`src/common/dma_pkg.sv`:
```
`default_nettype none

package dma_pkg;

    // memory and control address width
    localparam int unsigned AddrWidth = 32;
    // data word width on both ports
    localparam int unsigned DataWidth = 32;
    // transfer id width
    localparam int unsigned IdWidth   = 28;

    // word offsets inside one register set, taken from address bits 4:2
    typedef enum logic [2:0] {
        REG_SRC       = 3'd0,
        REG_DST       = 3'd1,
        REG_NUM_BYTES = 3'd2,
        REG_LAUNCH    = 3'd3,
        REG_DONE_ID   = 3'd4,
        REG_STATUS    = 3'd5
    } reg_offset_e;

    // copy engine states
    typedef enum logic [1:0] {
        COPY_IDLE,
        COPY_READ,
        COPY_WRITE,
        COPY_DONE
    } copy_state_e;

    // one 1D transfer
    typedef struct packed {
        logic [AddrWidth-1:0] src_addr;
        logic [AddrWidth-1:0] dst_addr;
        logic [31:0]          num_bytes;
    } dma_descr_t;

endpackage : dma_pkg

`default_nettype wire

```
`src/common/dma_desc_if.sv`:
```
`timescale 1ns/1ns
`default_nettype none

interface dma_desc_if;
    import dma_pkg::*;

    logic       valid;
    logic       ready;
    dma_descr_t descr;

    // descriptor producer
    modport source (output valid, output descr, input ready);

    // descriptor consumer
    modport sink (input valid, input descr, output ready);

endinterface : dma_desc_if

`default_nettype wire

```
`src/dma_backend/dma_copy_engine.sv`:
```
`timescale 1ns/1ns
`default_nettype none

module dma_copy_engine (
    input  logic                          clk_i,
    input  logic                          rst_ni,
    dma_desc_if.sink                      desc,
    output logic                          mem_req_o,
    output logic                          mem_we_o,
    output logic [dma_pkg::AddrWidth-1:0] mem_addr_o,
    output logic [dma_pkg::DataWidth-1:0] mem_wdata_o,
    input  logic                          mem_gnt_i,
    input  logic                          mem_rvalid_i,
    input  logic [dma_pkg::DataWidth-1:0] mem_rdata_i,
    output logic                          done_o,
    output logic                          idle_o
);
    import dma_pkg::*;

    copy_state_e          state_d;
    copy_state_e          state_q;
    dma_descr_t           descr_q;
    logic [29:0]          word_idx_q;
    logic                 rd_wait_q;
    logic [DataWidth-1:0] rdata_q;
    logic [AddrWidth-1:0] word_offset;
    logic                 last_word;
    logic                 accept;

    assign desc.ready  = (state_q == COPY_IDLE);
    assign accept      = desc.valid & desc.ready;
    assign word_offset = {word_idx_q, 2'b00};
    assign last_word   = (word_idx_q + 30'd1) == descr_q.num_bytes[31:2];

    always_comb begin : proc_next_state
        state_d = state_q;
        case (state_q)
            COPY_IDLE: begin
                if (desc.valid) begin
                    // zero words skip the copy loop
                    state_d = (desc.descr.num_bytes[31:2] == '0) ? COPY_DONE : COPY_READ;
                end
            end
            COPY_READ: begin
                if (rd_wait_q && mem_rvalid_i) begin
                    state_d = COPY_WRITE;
                end
            end
            COPY_WRITE: begin
                if (mem_gnt_i) begin
                    state_d = last_word ? COPY_DONE : COPY_READ;
                end
            end
            COPY_DONE: state_d = COPY_IDLE;
            default:   state_d = COPY_IDLE;
        endcase
    end

    always_ff @(posedge clk_i or negedge rst_ni) begin : proc_state
        if (!rst_ni) begin
            state_q    <= COPY_IDLE;
            word_idx_q <= '0;
            rd_wait_q  <= 1'b0;
        end else begin
            state_q <= state_d;
            if (accept) begin
                word_idx_q <= '0;
            end else if (state_q == COPY_WRITE && mem_gnt_i) begin
                word_idx_q <= word_idx_q + 30'd1;
            end
            // read granted, waiting for its data
            if (state_q == COPY_READ && !rd_wait_q && mem_gnt_i) begin
                rd_wait_q <= 1'b1;
            end else if (mem_rvalid_i) begin
                rd_wait_q <= 1'b0;
            end
        end
    end

    always_ff @(posedge clk_i) begin : proc_payload
        if (accept) begin
            descr_q <= desc.descr;
        end
        if (state_q == COPY_READ && rd_wait_q && mem_rvalid_i) begin
            rdata_q <= mem_rdata_i;
        end
    end

    // request held until granted
    assign mem_req_o   = ((state_q == COPY_READ) & ~rd_wait_q) | (state_q == COPY_WRITE);
    assign mem_we_o    = (state_q == COPY_WRITE);
    assign mem_addr_o  = (state_q == COPY_WRITE) ? descr_q.dst_addr + word_offset
                                                 : descr_q.src_addr + word_offset;
    assign mem_wdata_o = rdata_q;

    assign done_o = (state_q == COPY_DONE);
    assign idle_o = (state_q == COPY_IDLE);

endmodule : dma_copy_engine

`default_nettype wire

```
`src/hw/dma_cluster_frontend.sv`:
```
`timescale 1ns/1ns
`default_nettype none

module dma_cluster_frontend #(
    parameter int unsigned NumPorts = 2
) (
    input  logic                                        clk_i,
    input  logic                                        rst_ni,
    // one control bundle per requester
    input  logic [NumPorts-1:0]                         ctrl_req_i,
    input  logic [NumPorts-1:0]                         ctrl_we_i,
    input  logic [NumPorts-1:0][dma_pkg::AddrWidth-1:0] ctrl_addr_i,
    input  logic [NumPorts-1:0][dma_pkg::DataWidth-1:0] ctrl_wdata_i,
    output logic [NumPorts-1:0]                         ctrl_gnt_o,
    output logic [NumPorts-1:0]                         ctrl_rvalid_o,
    output logic [NumPorts-1:0][dma_pkg::DataWidth-1:0] ctrl_rdata_o,
    // word memory port
    output logic                                        mem_req_o,
    output logic                                        mem_we_o,
    output logic [dma_pkg::AddrWidth-1:0]               mem_addr_o,
    output logic [dma_pkg::DataWidth-1:0]               mem_wdata_o,
    input  logic                                        mem_gnt_i,
    input  logic                                        mem_rvalid_i,
    input  logic [dma_pkg::DataWidth-1:0]               mem_rdata_i,
    output logic                                        busy_o,
    output logic                                        done_event_o
);
    import dma_pkg::*;

    logic [IdWidth-1:0] next_id;
    logic [IdWidth-1:0] done_id;
    logic               issue;
    logic               engine_idle;

    dma_desc_if port_desc [NumPorts] ();
    dma_desc_if engine_desc ();

    for (genvar i = 0; i < NumPorts; i++) begin : gen_port_regs
        dma_frontend_regs i_regs (
            .clk_i         ( clk_i            ),
            .rst_ni        ( rst_ni           ),
            .ctrl_req_i    ( ctrl_req_i[i]    ),
            .ctrl_we_i     ( ctrl_we_i[i]     ),
            .ctrl_addr_i   ( ctrl_addr_i[i]   ),
            .ctrl_wdata_i  ( ctrl_wdata_i[i]  ),
            .ctrl_gnt_o    ( ctrl_gnt_o[i]    ),
            .ctrl_rvalid_o ( ctrl_rvalid_o[i] ),
            .ctrl_rdata_o  ( ctrl_rdata_o[i]  ),
            .next_id_i     ( next_id          ),
            .done_id_i     ( done_id          ),
            .busy_i        ( busy_o           ),
            .desc          ( port_desc[i]     )
        );
    end

    dma_rr_arbiter #(
        .NumPorts ( NumPorts )
    ) i_arbiter (
        .clk_i  ( clk_i       ),
        .rst_ni ( rst_ni      ),
        .req_if ( port_desc   ),
        .out_if ( engine_desc )
    );

    // one id per descriptor taken by the engine
    assign issue = engine_desc.valid & engine_desc.ready;

    dma_transfer_id_gen i_id_gen (
        .clk_i       ( clk_i        ),
        .rst_ni      ( rst_ni       ),
        .issue_i     ( issue        ),
        .retire_i    ( done_event_o ),
        .next_o      ( next_id      ),
        .completed_o ( done_id      )
    );

    dma_copy_engine i_copy_engine (
        .clk_i        ( clk_i        ),
        .rst_ni       ( rst_ni       ),
        .desc         ( engine_desc  ),
        .mem_req_o    ( mem_req_o    ),
        .mem_we_o     ( mem_we_o     ),
        .mem_addr_o   ( mem_addr_o   ),
        .mem_wdata_o  ( mem_wdata_o  ),
        .mem_gnt_i    ( mem_gnt_i    ),
        .mem_rvalid_i ( mem_rvalid_i ),
        .mem_rdata_i  ( mem_rdata_i  ),
        .done_o       ( done_event_o ),
        .idle_o       ( engine_idle  )
    );

    assign busy_o = ~engine_idle;

endmodule : dma_cluster_frontend

`default_nettype wire

```
`src/hw/dma_frontend_regs.sv`:
```
`timescale 1ns/1ns
`default_nettype none

module dma_frontend_regs (
    input  logic                          clk_i,
    input  logic                          rst_ni,
    input  logic                          ctrl_req_i,
    input  logic                          ctrl_we_i,
    input  logic [dma_pkg::AddrWidth-1:0] ctrl_addr_i,
    input  logic [dma_pkg::DataWidth-1:0] ctrl_wdata_i,
    output logic                          ctrl_gnt_o,
    output logic                          ctrl_rvalid_o,
    output logic [dma_pkg::DataWidth-1:0] ctrl_rdata_o,
    input  logic [dma_pkg::IdWidth-1:0]   next_id_i,
    input  logic [dma_pkg::IdWidth-1:0]   done_id_i,
    input  logic                          busy_i,
    dma_desc_if.source                    desc
);
    import dma_pkg::*;

    reg_offset_e          offset;
    logic                 launch_rd;
    logic [AddrWidth-1:0] src_q;
    logic [AddrWidth-1:0] dst_q;
    logic [31:0]          num_bytes_q;
    logic [DataWidth-1:0] rdata_d;
    logic [DataWidth-1:0] rdata_q;
    logic                 rvalid_q;

    assign offset = reg_offset_e'(ctrl_addr_i[4:2]);

    // a read of the launch word submits the descriptor
    assign launch_rd = ctrl_req_i & ~ctrl_we_i & (offset == REG_LAUNCH);

    assign desc.valid = launch_rd;
    assign desc.descr = '{src_addr: src_q, dst_addr: dst_q, num_bytes: num_bytes_q};

    // launch stalls until the arbiter takes the descriptor
    assign ctrl_gnt_o = ctrl_req_i & (~launch_rd | desc.ready);

    always_comb begin : proc_read_mux
        rdata_d = '0;
        case (offset)
            REG_SRC:       rdata_d = src_q;
            REG_DST:       rdata_d = dst_q;
            REG_NUM_BYTES: rdata_d = num_bytes_q;
            // id assigned in the handshake cycle
            REG_LAUNCH:    rdata_d = DataWidth'(next_id_i);
            REG_DONE_ID:   rdata_d = DataWidth'(done_id_i);
            REG_STATUS:    rdata_d = {{(DataWidth-1){1'b0}}, busy_i};
            default:       rdata_d = '0;
        endcase
    end

    always_ff @(posedge clk_i or negedge rst_ni) begin : proc_descr_regs
        if (!rst_ni) begin
            src_q       <= '0;
            dst_q       <= '0;
            num_bytes_q <= '0;
        end else if (ctrl_req_i && ctrl_we_i) begin
            case (offset)
                REG_SRC:       src_q       <= ctrl_wdata_i;
                REG_DST:       dst_q       <= ctrl_wdata_i;
                REG_NUM_BYTES: num_bytes_q <= ctrl_wdata_i;
                // read-only words
                default: ;
            endcase
        end
    end

    always_ff @(posedge clk_i or negedge rst_ni) begin : proc_rvalid
        if (!rst_ni) begin
            rvalid_q <= 1'b0;
        end else begin
            rvalid_q <= ctrl_gnt_o;
        end
    end

    always_ff @(posedge clk_i) begin : proc_rdata
        if (ctrl_gnt_o && !ctrl_we_i) begin
            rdata_q <= rdata_d;
        end
    end

    assign ctrl_rvalid_o = rvalid_q;
    assign ctrl_rdata_o  = rdata_q;

endmodule : dma_frontend_regs

`default_nettype wire

```
`src/hw/dma_rr_arbiter.sv`:
```
`timescale 1ns/1ns
`default_nettype none

module dma_rr_arbiter #(
    parameter int unsigned NumPorts = 2
) (
    input  logic       clk_i,
    input  logic       rst_ni,
    dma_desc_if.sink   req_if [NumPorts],
    dma_desc_if.source out_if
);
    import dma_pkg::*;

    localparam int unsigned IdxWidth = (NumPorts > 1) ? $clog2(NumPorts) : 1;

    logic [NumPorts-1:0] in_valid;
    dma_descr_t          in_descr [NumPorts];
    logic [IdxWidth-1:0] rr_ptr_q;
    logic [IdxWidth-1:0] lock_idx_q;
    logic [IdxWidth-1:0] sel_idx;
    logic                lock_q;
    logic                any_valid;
    logic                handshake;

    // flatten the interface array
    for (genvar i = 0; i < NumPorts; i++) begin : gen_ports
        assign in_valid[i]     = req_if[i].valid;
        assign in_descr[i]     = req_if[i].descr;
        assign req_if[i].ready = handshake & (sel_idx == IdxWidth'(i));
    end

    always_comb begin : proc_select
        int idx;
        idx       = 0;
        sel_idx   = rr_ptr_q;
        any_valid = 1'b0;
        if (lock_q) begin
            sel_idx   = lock_idx_q;
            any_valid = in_valid[lock_idx_q];
        end else begin
            // walk downwards so the port closest to the pointer wins
            for (int k = int'(NumPorts) - 1; k >= 0; k--) begin
                idx = (int'(rr_ptr_q) + k) % int'(NumPorts);
                if (in_valid[idx]) begin
                    sel_idx   = IdxWidth'(idx);
                    any_valid = 1'b1;
                end
            end
        end
    end

    assign out_if.valid = any_valid;
    assign out_if.descr = in_descr[sel_idx];
    assign handshake    = any_valid & out_if.ready;

    always_ff @(posedge clk_i or negedge rst_ni) begin : proc_lock
        if (!rst_ni) begin
            rr_ptr_q   <= '0;
            lock_idx_q <= '0;
            lock_q     <= 1'b0;
        end else if (handshake) begin
            lock_q   <= 1'b0;
            rr_ptr_q <= IdxWidth'((int'(sel_idx) + 1) % int'(NumPorts));
        end else if (any_valid) begin
            // hold the choice while the back end is busy
            lock_q     <= 1'b1;
            lock_idx_q <= sel_idx;
        end
    end

endmodule : dma_rr_arbiter

`default_nettype wire

```
`src/hw/dma_transfer_id_gen.sv`:
```
`timescale 1ns/1ns
`default_nettype none

module dma_transfer_id_gen (
    input  logic                        clk_i,
    input  logic                        rst_ni,
    input  logic                        issue_i,
    input  logic                        retire_i,
    output logic [dma_pkg::IdWidth-1:0] next_o,
    output logic [dma_pkg::IdWidth-1:0] completed_o
);
    import dma_pkg::*;

    logic [IdWidth-1:0] next_q;
    logic [IdWidth-1:0] completed_q;

    // both counters wrap around
    always_ff @(posedge clk_i or negedge rst_ni) begin : proc_counters
        if (!rst_ni) begin
            next_q      <= '0;
            completed_q <= '0;
        end else begin
            if (issue_i) begin
                next_q <= next_q + IdWidth'(1);
            end
            if (retire_i) begin
                completed_q <= completed_q + IdWidth'(1);
            end
        end
    end

    assign next_o      = next_q;
    assign completed_o = completed_q;

endmodule : dma_transfer_id_gen

`default_nettype wire

```
`config.mk`:
```
export PLATFORM = sky130hd
export DESIGN_NAME = dma_cluster_frontend
export DESIGN_NICKNAME = d
export VERILOG_FILES = /design/src/common/dma_pkg.sv /design/src/common/dma_desc_if.sv /design/src/dma_backend/dma_copy_engine.sv /design/src/hw/dma_cluster_frontend.sv /design/src/hw/dma_frontend_regs.sv /design/src/hw/dma_rr_arbiter.sv /design/src/hw/dma_transfer_id_gen.sv
export SDC_FILE = /design/constraint.sdc
export NUM_CORES = 1
export LEC_CHECK = 0
export BUFFER_PORTS_ARGS = -buffer_cell sky130_fd_sc_hd__buf_2
export CORE_MARGIN = 2
export CORE_UTILIZATION = 55
export CTS_BUF_LIST = sky130_fd_sc_hd__clkbuf_4 sky130_fd_sc_hd__clkbuf_8
export CTS_CLUSTER_SIZE = 10
export DETAILED_ROUTE_END_ITERATION = 7
export PLACE_DENSITY_LB_ADDON = 0.25
export SLEW_MARGIN = 5
export SYNTH_ARGS = -nofsm -noshare
export SYNTH_HDL_FRONTEND = slang
export SYNTH_SLANG_ARGS = --single-unit
```
`constraint.sdc`:
```
create_clock -name clk_i -period 24.8 [get_ports clk_i]
set_clock_uncertainty 0.1 [all_clocks]
set_input_delay 4.96 -clock clk_i [delete_from_list [all_inputs] [get_ports clk_i]]
set_output_delay 4.96 -clock clk_i [all_outputs]
set_load 0.005 [all_outputs]
```
==> reports/results.ini, run 1 <==
[synth]
ys_seq_area_share_pct = 54.6
yosysTopAreaCellShare_pct = 30.4
synth_edf_count = 190
synth_cell_types = 72
syn_inst = 1916
synth_most_common_cell = mux2_2
syn-num-nets = 2117
async_flop_share_pct = 60.1
yosys_warnings = 0
synth_seq_cells = 476
synth_top_area_cell = dfrtp_1
syn_area_per_cell_um2 = 12.3
synth_top_flop_cell = dfrtp_1
syn_area_um2 = 23500
synth.area.top_cells = dfrtp_1 30%, edfxtp_1 24%, mux2_2 14%
synth_common_cells = 290 x mux2_2, 286 x dfrtp_1, 190 x edfxtp_1, 190 x nand2_1, 114 x nor2_1

[floorplan]
num_rows = 75
io_pins = 304
die_w_um = 211
die-area_um2 = 44500
fp.dieH_um = 211
start_util_pct = 55.9
core-area_um2 = 42100

[clocking]
ctsResizeCount = 0
cts-htree-levels = 3
postCtsSetupBuffers = 0
insertion_delay_ns = 0.65
hold_buffers = 0
path_clk_slew_ns = 0.06
clkSinkCount = 476
clockBufferDepth = 3
cts_buffers = 79
cts_root_buf = clkbuf_8
cts_tree = done

[power_and_ir_drop]
combPwrFrac_pct = 19.1
leakagePower_nw = 11.6
netSwitchingPower_w = 0.000619
ir_worst_vdd_v = 0.0000475
power.internal_w = 0.00155
powerDensity_nw_per_um2 = 80.5
clkPwrFrac_pct = 33.2
power_frac_seq_pct = 47.7
switching_share_pct = 28.5

[min_path]
hp-start = i_copy_engine.rd_wait_q$_DFFE_PN0P_
hold_class = flop to flop

[sta]
hold_viol = 0
tns_ns = 0
fmax_ghz = 0.0775
setup_violations = 0
fin_crit_ns = 12.90
worst_slack_ns = 11.90
relSlewSlack_pct = 29.6
rsz0062_at_grt = no
slew_viol_final = 0
min_period_over_period_pct = 52.0
tightest_slew_ns = 1.05

[critical_path]
worstSetupPathType = primary input to primary output
worst_ep_required_time_ns = 19.74
critPathMaxFanout = 39
end_kind = primary output
start_kind = primary input
crit_arrival_ns = 7.84
startpoint = ctrl_addr_i[34]
r2r-start = i_arbiter.lock_q$_DFFE_PN0P_

[layout]
fin_nets = 2374
syn2layout_area_growth_pct = 14.6
fillers = 3218
layout-drive-gt1-share_pct = 33.9

[routing]
num_vias = 16928
first_iter_violations = 1575
avgViaCountPerCell = 6.10
drt_wl_total_um = 67900
first_pass_iters = 6
ant_nets = 0
drc = 0
wl_per_cell_um = 24.4

[placement]
dp_hpwl_um = 47100
io_buffer_count = 245
post-place-ws_ns = 11.95
place_congestion = 0.913

[grt]
grt_pass1_wl_um = 102000
overflow = 0
track_usage_pct = 30.8
grt_pass1_vias = 17004
grt_max_degree = 110
antenna_found_initial = 4

[run]
cap_violations = 0

[run_status]
status = finished clean

==> placed cells by master, fill, tap and decap left out, types with 7 or more instances in the layout <==
cell	synthesis	layout
nor2_1	114	113
nand3_1	33	33
and2_1	12	12
a31oi_1	7	7
mux2_2	290	290
a22o_1	12	12
nor4_1	23	22
buf_2	11	244
nand2b_1	11	11
mux2i_1	58	58
dfrtp_1	286	286
nor2b_1	11	8
mux4_2	31	31
a21o_1	9	9
nand4_1	26	26
xor2_1	43	43
nor3_1	18	16
clkinv_1	0	8
xnor2_1	75	75
clkbuf_4	0	34
clkbuf_8	0	89
o21ai_0	75	75
o31ai_1	20	20
ha_1	32	32
inv_1	44	44
edfxtp_1	190	190
nand2_1	190	190
o22ai_1	24	24
buf_4	4	28
and3_1	25	25
a21oi_1	68	67
==> routing by layer <==
| metal | wire, um | part of all wire, % | vias to the layer above | GRT usage (%) |
|---|---|---|---|---|
| met1 | 29200 | 43 | 8356 | 43.5 |
| met4 | 1970 | 2.9 | 2 | 10.6 |
| li1 | - | - | 7581 | - |
| met5 | 13 | 0.019 | - | 0 |
| met3 | 6110 | 9.0 | 140 | 7.39 |
| met2 | 30500 | 45 | 849 | 47.0 |
==> through the flow <==
| step | power (W) | instance area [um^2] | hold WS, ns | util, % | std cells |
|---|---|---|---|---|---|
| after detailed placement | 0.00145 | 25300 | 0.388 | 60.1 | 2631 |
| after global routing | 0.00225 | 27000 | 0.426 | 64.0 | 2775 |
| after global placement | 0.00144 | 25300 | 0.382 | 60.1 | 2631 |
| after CTS | 0.00217 | 27000 | 0.402 | 64.0 | 2775 |
| after floorplan | 0.00129 | 23500 | 0.362 | - | 1916 |
| final | 0.00217 | 27000 | 0.399 | 64.0 | 2777 |
==> layout make-up <==
cell class | count | area, um^2 | area share [%]
inverter | 45 | 169 | 0.626
timing repair buffer | 273 | 1450 | 5.36
sequential | 476 | 12900 | 47.7
clock inverter | 21 | 160 | 0.594
multi-input combinational | 1298 | 10200 | 37.7
antenna | 2 | 5.00 | 0.0186
clock buffer | 123 | 1480 | 5.49
tap | 539 | 674 | 2.50
==> path summary, 6_finish.rpt <==
check | slack, ns | depth (start not counted) | to
worst max-delay path | 11.90 | 9 | ctrl_gnt_o[1]
worst min-delay path | 0.40 | 1 | i_copy_engine.rd_wait_q$_DFFE_PN0P_
worst max register to register | 20.96 | 8 | i_copy_engine.state_q[1]$_DFFE_PN0P_
worst min register to register | 0.40 | 1 | i_copy_engine.rd_wait_q$_DFFE_PN0P_
max in group asynchronous | 18.79 | 2 | gen_port_regs[1].i_regs.ctrl_rvalid_o$_DFF_PN0_
min in group asynchronous | 4.29 | 1 | i_arbiter.lock_idx_q$_DFFE_PN0P_
==> logic make-up after synthesis <==
logic type,share of synthesized area [%]
muxes,19.4
and+or+nand+nor,10.1
buffers and inverters,2.39
xor gates and xnor gates,4.39
AOI/OAI and AO/OA,7.30
DFF,54.6
adders and majority gates,1.79
==> worst max-delay path, cell delays in order <==
cell and delay (ns):
buf_2 0.08, buf_4 0.54, nand2b_1 0.58, nor3_4 0.51
a21oi_1 0.14, o31a_2 0.36, o21ai_0 0.29, and2_1 0.23
buf_2 0.13
==> flip-flops by register name, summed over array words and instances, names as in the netlist, 2 cells and up <==
name and flops:
gen_port_regs.i_regs.src_q 64, i_copy_engine.descr_q 94, gen_port_regs.i_regs.ctrl_rvalid_o 2, gen_port_regs.i_regs.ctrl_rdata_o 64, gen_port_regs.i_regs.num_bytes_q 64, i_copy_engine.word_idx_q 30
gen_port_regs.i_regs.dst_q 64, i_copy_engine.mem_wdata_o 32, i_id_gen.completed_o 28, i_id_gen.next_o 28, i_copy_engine.state_q 2
==> power groups by stage <==
| stage | clock, W | sequential [W] | combinational (W) |
|---|---|---|---|
| 2_1_floorplan | 0 | 0.00101 | 0.000286 |
| 3_3_place_gp | 0 | 0.00104 | 0.000395 |
| 3_5_place_dp | 0 | 0.00105 | 0.000402 |
| 4_1_cts | 0.000732 | 0.00103 | 0.000408 |
| 5_1_grt | 0.000768 | 0.00104 | 0.000440 |
| 6_report | 0.000722 | 0.00104 | 0.000415 |
(Power assumes the default switching activity.)
==> run 2, diff against run 1 <==
==> constraint.sdc (replaced) <==
create_clock -name clk_i -period 13.5 [get_ports clk_i]
set_clock_uncertainty 0.1 [all_clocks]
set_input_delay 2.7 -clock clk_i [delete_from_list [all_inputs] [get_ports clk_i]]
set_output_delay 2.7 -clock clk_i [all_outputs]
set_load 0.005 [all_outputs]
==> reports/results.ini, run 2 (synthesized netlist as in run 1, its figures left out) <==
[layout]
syn2layout_area_growth_pct = 14.8
max_flop_register = i_copy_engine.descr_q
most-common-layout-cells = 290 x mux2_2, 286 x dfrtp_1, 244 x buf_2
n_antenna_cell = 0
final_common_cell = mux2_2
final_area_um2 = 27000
largest_register_ff_count = 94
multi_input_area_um2 = 10200
seq_area_um2 = 12900
fin_nets = 2371
fillers = 3160
layout-drive-gt1-share_pct = 33.7

[clocking]
cts-htree-levels = 3
path_clk_slew_ns = 0.06
ctsResizeCount = 0
cts_buffers = 79
hold_buffers = 0
clkSinkCount = 476
insertion_delay_ns = 0.64
clockBufferDepth = 3
cts_tree = done
postCtsSetupBuffers = 0
cts_root_buf = clkbuf_8

[min_path]
hold_class = flop to flop

[grt]
grt_max_degree = 179
grt_pass1_vias = 16754
track_usage_pct = 30.8
overflow = 0
use_met3_pct = 5.69
busiest_layer = met2
met1_usage_pct = 45.2
grt_pass1_wl_um = 103000
antenna_found_initial = 1
met2_usage_pct = 46.4

[sta]
holdWs_ns = 0.410
hold_viol = 0
tns_ns = 0
min_period_over_period_pct = 63.3
slew_viol_final = 0
rsz0062_at_grt = no
setup_violations = 0
tightest_slew_ns = 1.10
relSlewSlack_pct = 26.6
fin_crit_ns = 8.55
fmax_ghz = 0.117

[floorplan]
die-area_um2 = 44500
die_w_um = 211
num_rows = 75
start_util_pct = 55.9
core-area_um2 = 42100
fp.dieH_um = 211
io_pins = 304

[placement]
io_buffer_count = 245
dp_hpwl_um = 46000
place_area_um2 = 25300
place_congestion = 0.919

[power_and_ir_drop]
powerDensity_nw_per_um2 = 149
power_frac_seq_pct = 47.4
power.internal_w = 0.00288
ir_worst_vdd_v = 0.0000832
combPwrFrac_pct = 18.9
leakagePower_nw = 11.6
switching_share_pct = 28.4
netSwitchingPower_w = 0.00114
clkPwrFrac_pct = 33.7
power_w = 0.00401

[critical_path]
end_kind = primary output
reg2reg_slack_ns = 9.65
critPathMaxFanout = 39
start_kind = primary input
cp-endpoint = ctrl_gnt_o[0]
crit_arrival_ns = 5.75
r2r-start = i_arbiter.lock_q$_DFFE_PN0P_
startpoint = ctrl_addr_i[34]
rr_worst_depth = 8
reg2reg_to = i_copy_engine.state_q[1]$_DFFE_PN0P_
worst_ep_required_time_ns = 10.70
worstSetupPathType = primary input to primary output

[routing]
first_iter_violations = 1724
avgViaCountPerCell = 6.10
ant_nets = 0
drt_wl_total_um = 67400
first_pass_iters = 6
drc = 0
num_vias = 16923
wl_per_cell_um = 24.3

[run_status]
status = finished clean

[run]
cap_violations = 0

-- run 2: cell count changes in the layout (fill, tap and decap cells not counted), moves of 2 or more --
cell	before	now
clkbuf_4	34	22
diode_2	2	0
clkinv_1	8	13
clkinv_2	6	9
clkbuf_8	89	95
buf_4	28	24
-- run 2: final cells by class --
cell class	count	share of cell area, %
Inverter	45	0.625
Sequential cell	476	47.6
Clock buffer	117	5.45
Tap cell	539	2.50
Timing Repair Buffer	270	5.32
Multi-Input combinational cell	1298	37.7
Clock inverter	30	0.824
-- run 2: stage by stage --
stage | util, % | cells | setup WS, ns
2_1_floorplan | - | 1916 | 1.51
3_3_place_gp | 60.1 | 2628 | 4.98
3_5_place_dp | 60.1 | 2628 | 4.96
4_1_cts | 64.1 | 2775 | 4.95
5_1_grt | 64.1 | 2775 | 4.75
6_report | 64.1 | 2775 | 4.95
-- run 2: worst min-delay path by stage --
| stage | startpoint | endpoint | slack, ns | cells after the start |
|---|---|---|---|---|
| after floorplan | i_id_gen.next_o[27]$_DFFE_PN0N_ | i_id_gen.next_o[27]$_DFFE_PN0N_ | 0.36 | 1 |
| after global placement | i_copy_engine.rd_wait_q$_DFFE_PN0P_ | i_copy_engine.rd_wait_q$_DFFE_PN0P_ | 0.38 | 1 |
| after detailed placement | gen_port_regs[1].i_regs.num_bytes_q[0]$_DFFE_PN0P_ | gen_port_regs[1].i_regs.num_bytes_q[0]$_DFFE_PN0P_ | 0.40 | 1 |
| after CTS | i_id_gen.completed_o[15]$_DFFE_PN0P_ | i_id_gen.completed_o[15]$_DFFE_PN0P_ | 0.41 | 1 |
| after global routing | gen_port_regs[1].i_regs.src_q[31]$_DFFE_PN0P_ | gen_port_regs[1].i_regs.src_q[31]$_DFFE_PN0P_ | 0.43 | 1 |
| final | i_copy_engine.rd_wait_q$_DFFE_PN0P_ | i_copy_engine.rd_wait_q$_DFFE_PN0P_ | 0.41 | 1 |
-- run 2: routing by layer --
layer  routed length, um  vias up  share of wire (%)
met1               29700     8456                 44
met5                   0        -                  0
met2               30400      815                 45
met3                5550      110                8.2
li1                    -     7542                  -
met4                1830        0                2.7
-- run 2: worst max-delay path, cell delays in order --
cell	delay [ns]
buf_2	0.09
buf_4	0.51
nand2b_1	0.57
nor3_4	0.51
a21oi_1	0.12
o31a_2	0.34
buf_4	0.31
and2_1	0.23
o21a_1	0.21
buf_2	0.14
-- run 2: power groups by stage --
stage	combinational (W)	sequential, W	clock, W
after floorplan	0.000526	0.00185	0
after global placement	0.000724	0.00191	0
after detailed placement	0.000737	0.00192	0
after CTS	0.000748	0.00190	0.00137
after global routing	0.000809	0.00192	0.00144
final	0.000759	0.00190	0.00135
==> run 3, diff against run 2 <==
--- a/config.mk
+++ b/config.mk
@@ -5,6 +5,7 @@
 export SDC_FILE = /design/constraint.sdc
 export NUM_CORES = 1
 export LEC_CHECK = 0
+export ABC_AREA = 1
 export BUFFER_PORTS_ARGS = -buffer_cell sky130_fd_sc_hd__buf_2
 export CORE_MARGIN = 2
 export CORE_UTILIZATION = 55
==> constraint.sdc (replaced) <==
create_clock -name clk_i -period 7.9 [get_ports clk_i]
set_clock_uncertainty 0.1 [all_clocks]
set_input_delay 1.58 -clock clk_i [delete_from_list [all_inputs] [get_ports clk_i]]
set_output_delay 1.58 -clock clk_i [all_outputs]
set_load 0.005 [all_outputs]
==> reports/results.ini, run 3 <==
[synth]
synth.area.top_cells = dfrtp_1 30%, edfxtp_1 24%, nand2_1 12%
synth_common_cells = 765 x nand2_1, 359 x inv_1, 293 x o21ai_0, 286 x dfrtp_1, 190 x edfxtp_1
synth_compound_area_share_pct = 12.6
synthAdderAreaFrac_pct = 1.79
synth_simple_gate_area_share_pct = 19.2
synth_top_area_cell = dfrtp_1
synth_top_flop_cell = dfrtp_1
synth_xor_area_share_pct = 3.89
syn-num-nets = 2873
syn_inst = 2672
yosys_warnings = 0
yosysTopAreaCellShare_pct = 30.5
synth.area.mux_share_pct = 0.0427
synth_top_family_by_area = simple AND/OR/NAND/NOR gates
ys_seq_area_share_pct = 54.8
synth_cell_types = 51
synth_seq_cells = 476
syn_area_per_cell_um2 = 8.78
synth_edf_count = 190
async_flop_share_pct = 60.1
syn_area_um2 = 23500
synth_most_common_cell = nand2_1

[floorplan]
die-area_um2 = 44300
fp.dieH_um = 211
die_w_um = 211
num_rows = 75
io_pins = 304
start_util_pct = 55.8
core-area_um2 = 42000

[sta]
setup_violations = 0
hold_viol = 0
min_period_over_period_pct = 80.7
tns_ns = 0
rsz0062_at_grt = no
relSlewSlack_pct = 27.8
worst_slack_ns = 1.52
fmax_ghz = 0.157
slew_viol_final = 0
fin_crit_ns = 6.38
tightest_slew_ns = 1.08

[grt]
grt_pass1_vias = 19675
grt_max_degree = 147
overflow = 0
track_usage_pct = 34.6
grt_pass1_wl_um = 115000
antenna_found_initial = 0

[clocking]
insertion_delay_ns = 0.64
cts-htree-levels = 3
clkSinkCount = 476
cts_tree = done
cts_buffers = 78
hold_buffers = 0
cts_root_buf = clkbuf_8
postCtsSetupBuffers = 0
ctsResizeCount = 0
path_clk_slew_ns = 0.06
clockBufferDepth = 3

[run_status]
violations = design-rule violations
status = complete, but fails checks

[layout]
largest_register_ff_count = 94
n_antenna_cell = 0
final_area_um2 = 26900
layout-drive-gt1-share_pct = 14.9
max_flop_register = i_copy_engine.descr_q
syn2layout_area_growth_pct = 14.6
final_common_cell = nand2_1
most-common-layout-cells = 756 x nand2_1, 359 x inv_1, 293 x o21ai_0
final_cells = 3528
fin_nets = 3125

[critical_path]
start_kind = flop
worst_ep_required_time_ns = 6.22
path_cells = nor2_4 -> clkinv_1 -> o21ai_0 -> inv_1 -> fa_1 -> o21ai_1 -> nand4_1 -> nand2_1 -> a21oi_1 -> o21ai_1 -> nand3_1 -> nand2_1 -> xor2_1 -> buf_2
reg2reg_slack_ns = 3.93
end_kind = primary output
critPathMaxFanout = 17
cpMaxStageDelayCell = o21ai_0
critPathMaxStageDelay_ns = 0.70
worstSetupPathType = flop to primary output
crit_arrival_ns = 4.70

[routing]
drc = 5
first_pass_iters = 8
drt_wl_total_um = 76200
num_vias = 20305
ant_nets = 0
avgViaCountPerCell = 5.76
first_iter_violations = 2677
wl_per_cell_um = 21.6

[power_and_ir_drop]
powerDensity_nw_per_um2 = 307
combPwrFrac_pct = 32.3
netSwitchingPower_w = 0.00312
clkPwrFrac_pct = 27.8
switching_share_pct = 37.8
power.internal_w = 0.00513
ir_worst_vdd_v = 0.000187
leakagePower_nw = 12.7
power_frac_seq_pct = 39.9

[placement]
dp_hpwl_um = 53000
place_area_um2 = 25200
io_buffer_count = 245
place_inst = 3383
place_congestion = 1.00
post-place-ws_ns = 1.92

[run]
cap_violations = 0

[min_path]
hold_class = flop to flop

run 3: changes by cell type after synthesis, sizes merged, moves of 58 or more:
cell   previous run  this run
inv              45       361
mux2            290         0
mux2i            59         1
nand2           190       772
nand3            34       102
o21ai            76       297
run 3: final timing paths:
path                                                       from                                      endpoint  depth (start not counted)
max                        i_copy_engine.state_q[0]$_DFFE_PN0P_                                mem_addr_o[18]                         14
min                        i_id_gen.completed_o[27]$_DFFE_PN0P_          i_id_gen.completed_o[27]$_DFFE_PN0P_                          1
max reg2reg                    i_arbiter.lock_idx_q$_DFFE_PN0P_          i_copy_engine.state_q[1]$_DFFE_PN0P_                         14
min reg2reg                i_id_gen.completed_o[27]$_DFFE_PN0P_          i_id_gen.completed_o[27]$_DFFE_PN0P_                          1
max in group asynchronous                                rst_ni  gen_port_regs[0].i_regs.src_q[3]$_DFFE_PN0P_                          2
min in group asynchronous                                rst_ni  gen_port_regs[1].i_regs.dst_q[7]$_DFFE_PN0P_                          1
run 3: metrics by stage:
| stage | power, W | utilization, % | hold slack, ns |
|---|---|---|---|
| after floorplan | 0.00492 | - | 0.342 |
| after global placement | 0.00586 | 60.0 | 0.366 |
| after detailed placement | 0.00592 | 60.0 | 0.368 |
| after CTS | 0.00821 | 63.9 | 0.376 |
| after global routing | 0.00871 | 63.9 | 0.403 |
| final | 0.00825 | 63.9 | 0.376 |
run 3: kinds of logic after synthesis:
family / after synthesis
simple gates: 1079
compound gates: 518
flops: 476
buf+inv: 467
xor+xnor: 98
fa+ha+maj: 33
mux: 1
run 3: layout make-up:
cell class                 instances  area [um^2]
multi-input combinational       1729         8850
fill                            3586        15200
sequential                       476        12900
inverter                         367         1380
clock inverter                    27          204
tap                              539          674
timing repair buffer             272         1450
clock buffer                     118         1460
run 3: metal layers:
metal,vias up,global-route usage [%],share of wire (%)
met5,-,0,0
met4,0,14.0,3.7
met3,175,7.42,9.8
met2,1083,54.0,46
met1,9697,47.4,41
li1,9350,-,-
run 3: worst max-delay path: cells and delay by family (launching register included):
family	cells	cell delay, ns
buffers and inverters	3	0.94
adders and majority gates	1	0.45
DFF	1	0.43
xor gates and xnor gates	1	0.13
and+or+nand+nor	5	0.60
AOI/OAI and AO/OA	4	1.51
run 3: power groups by stage:
| stage | Sequential [W] | Combinational (W) | Clock, W |
|---|---|---|---|
| after global routing | 0.00333 | 0.00295 | 0.00243 |
| after CTS | 0.00328 | 0.00262 | 0.00232 |
| after floorplan | 0.00325 | 0.00167 | 0 |
| final | 0.00329 | 0.00267 | 0.00229 |
| after global placement | 0.00331 | 0.00255 | 0 |
| after detailed placement | 0.00332 | 0.00260 | 0 |
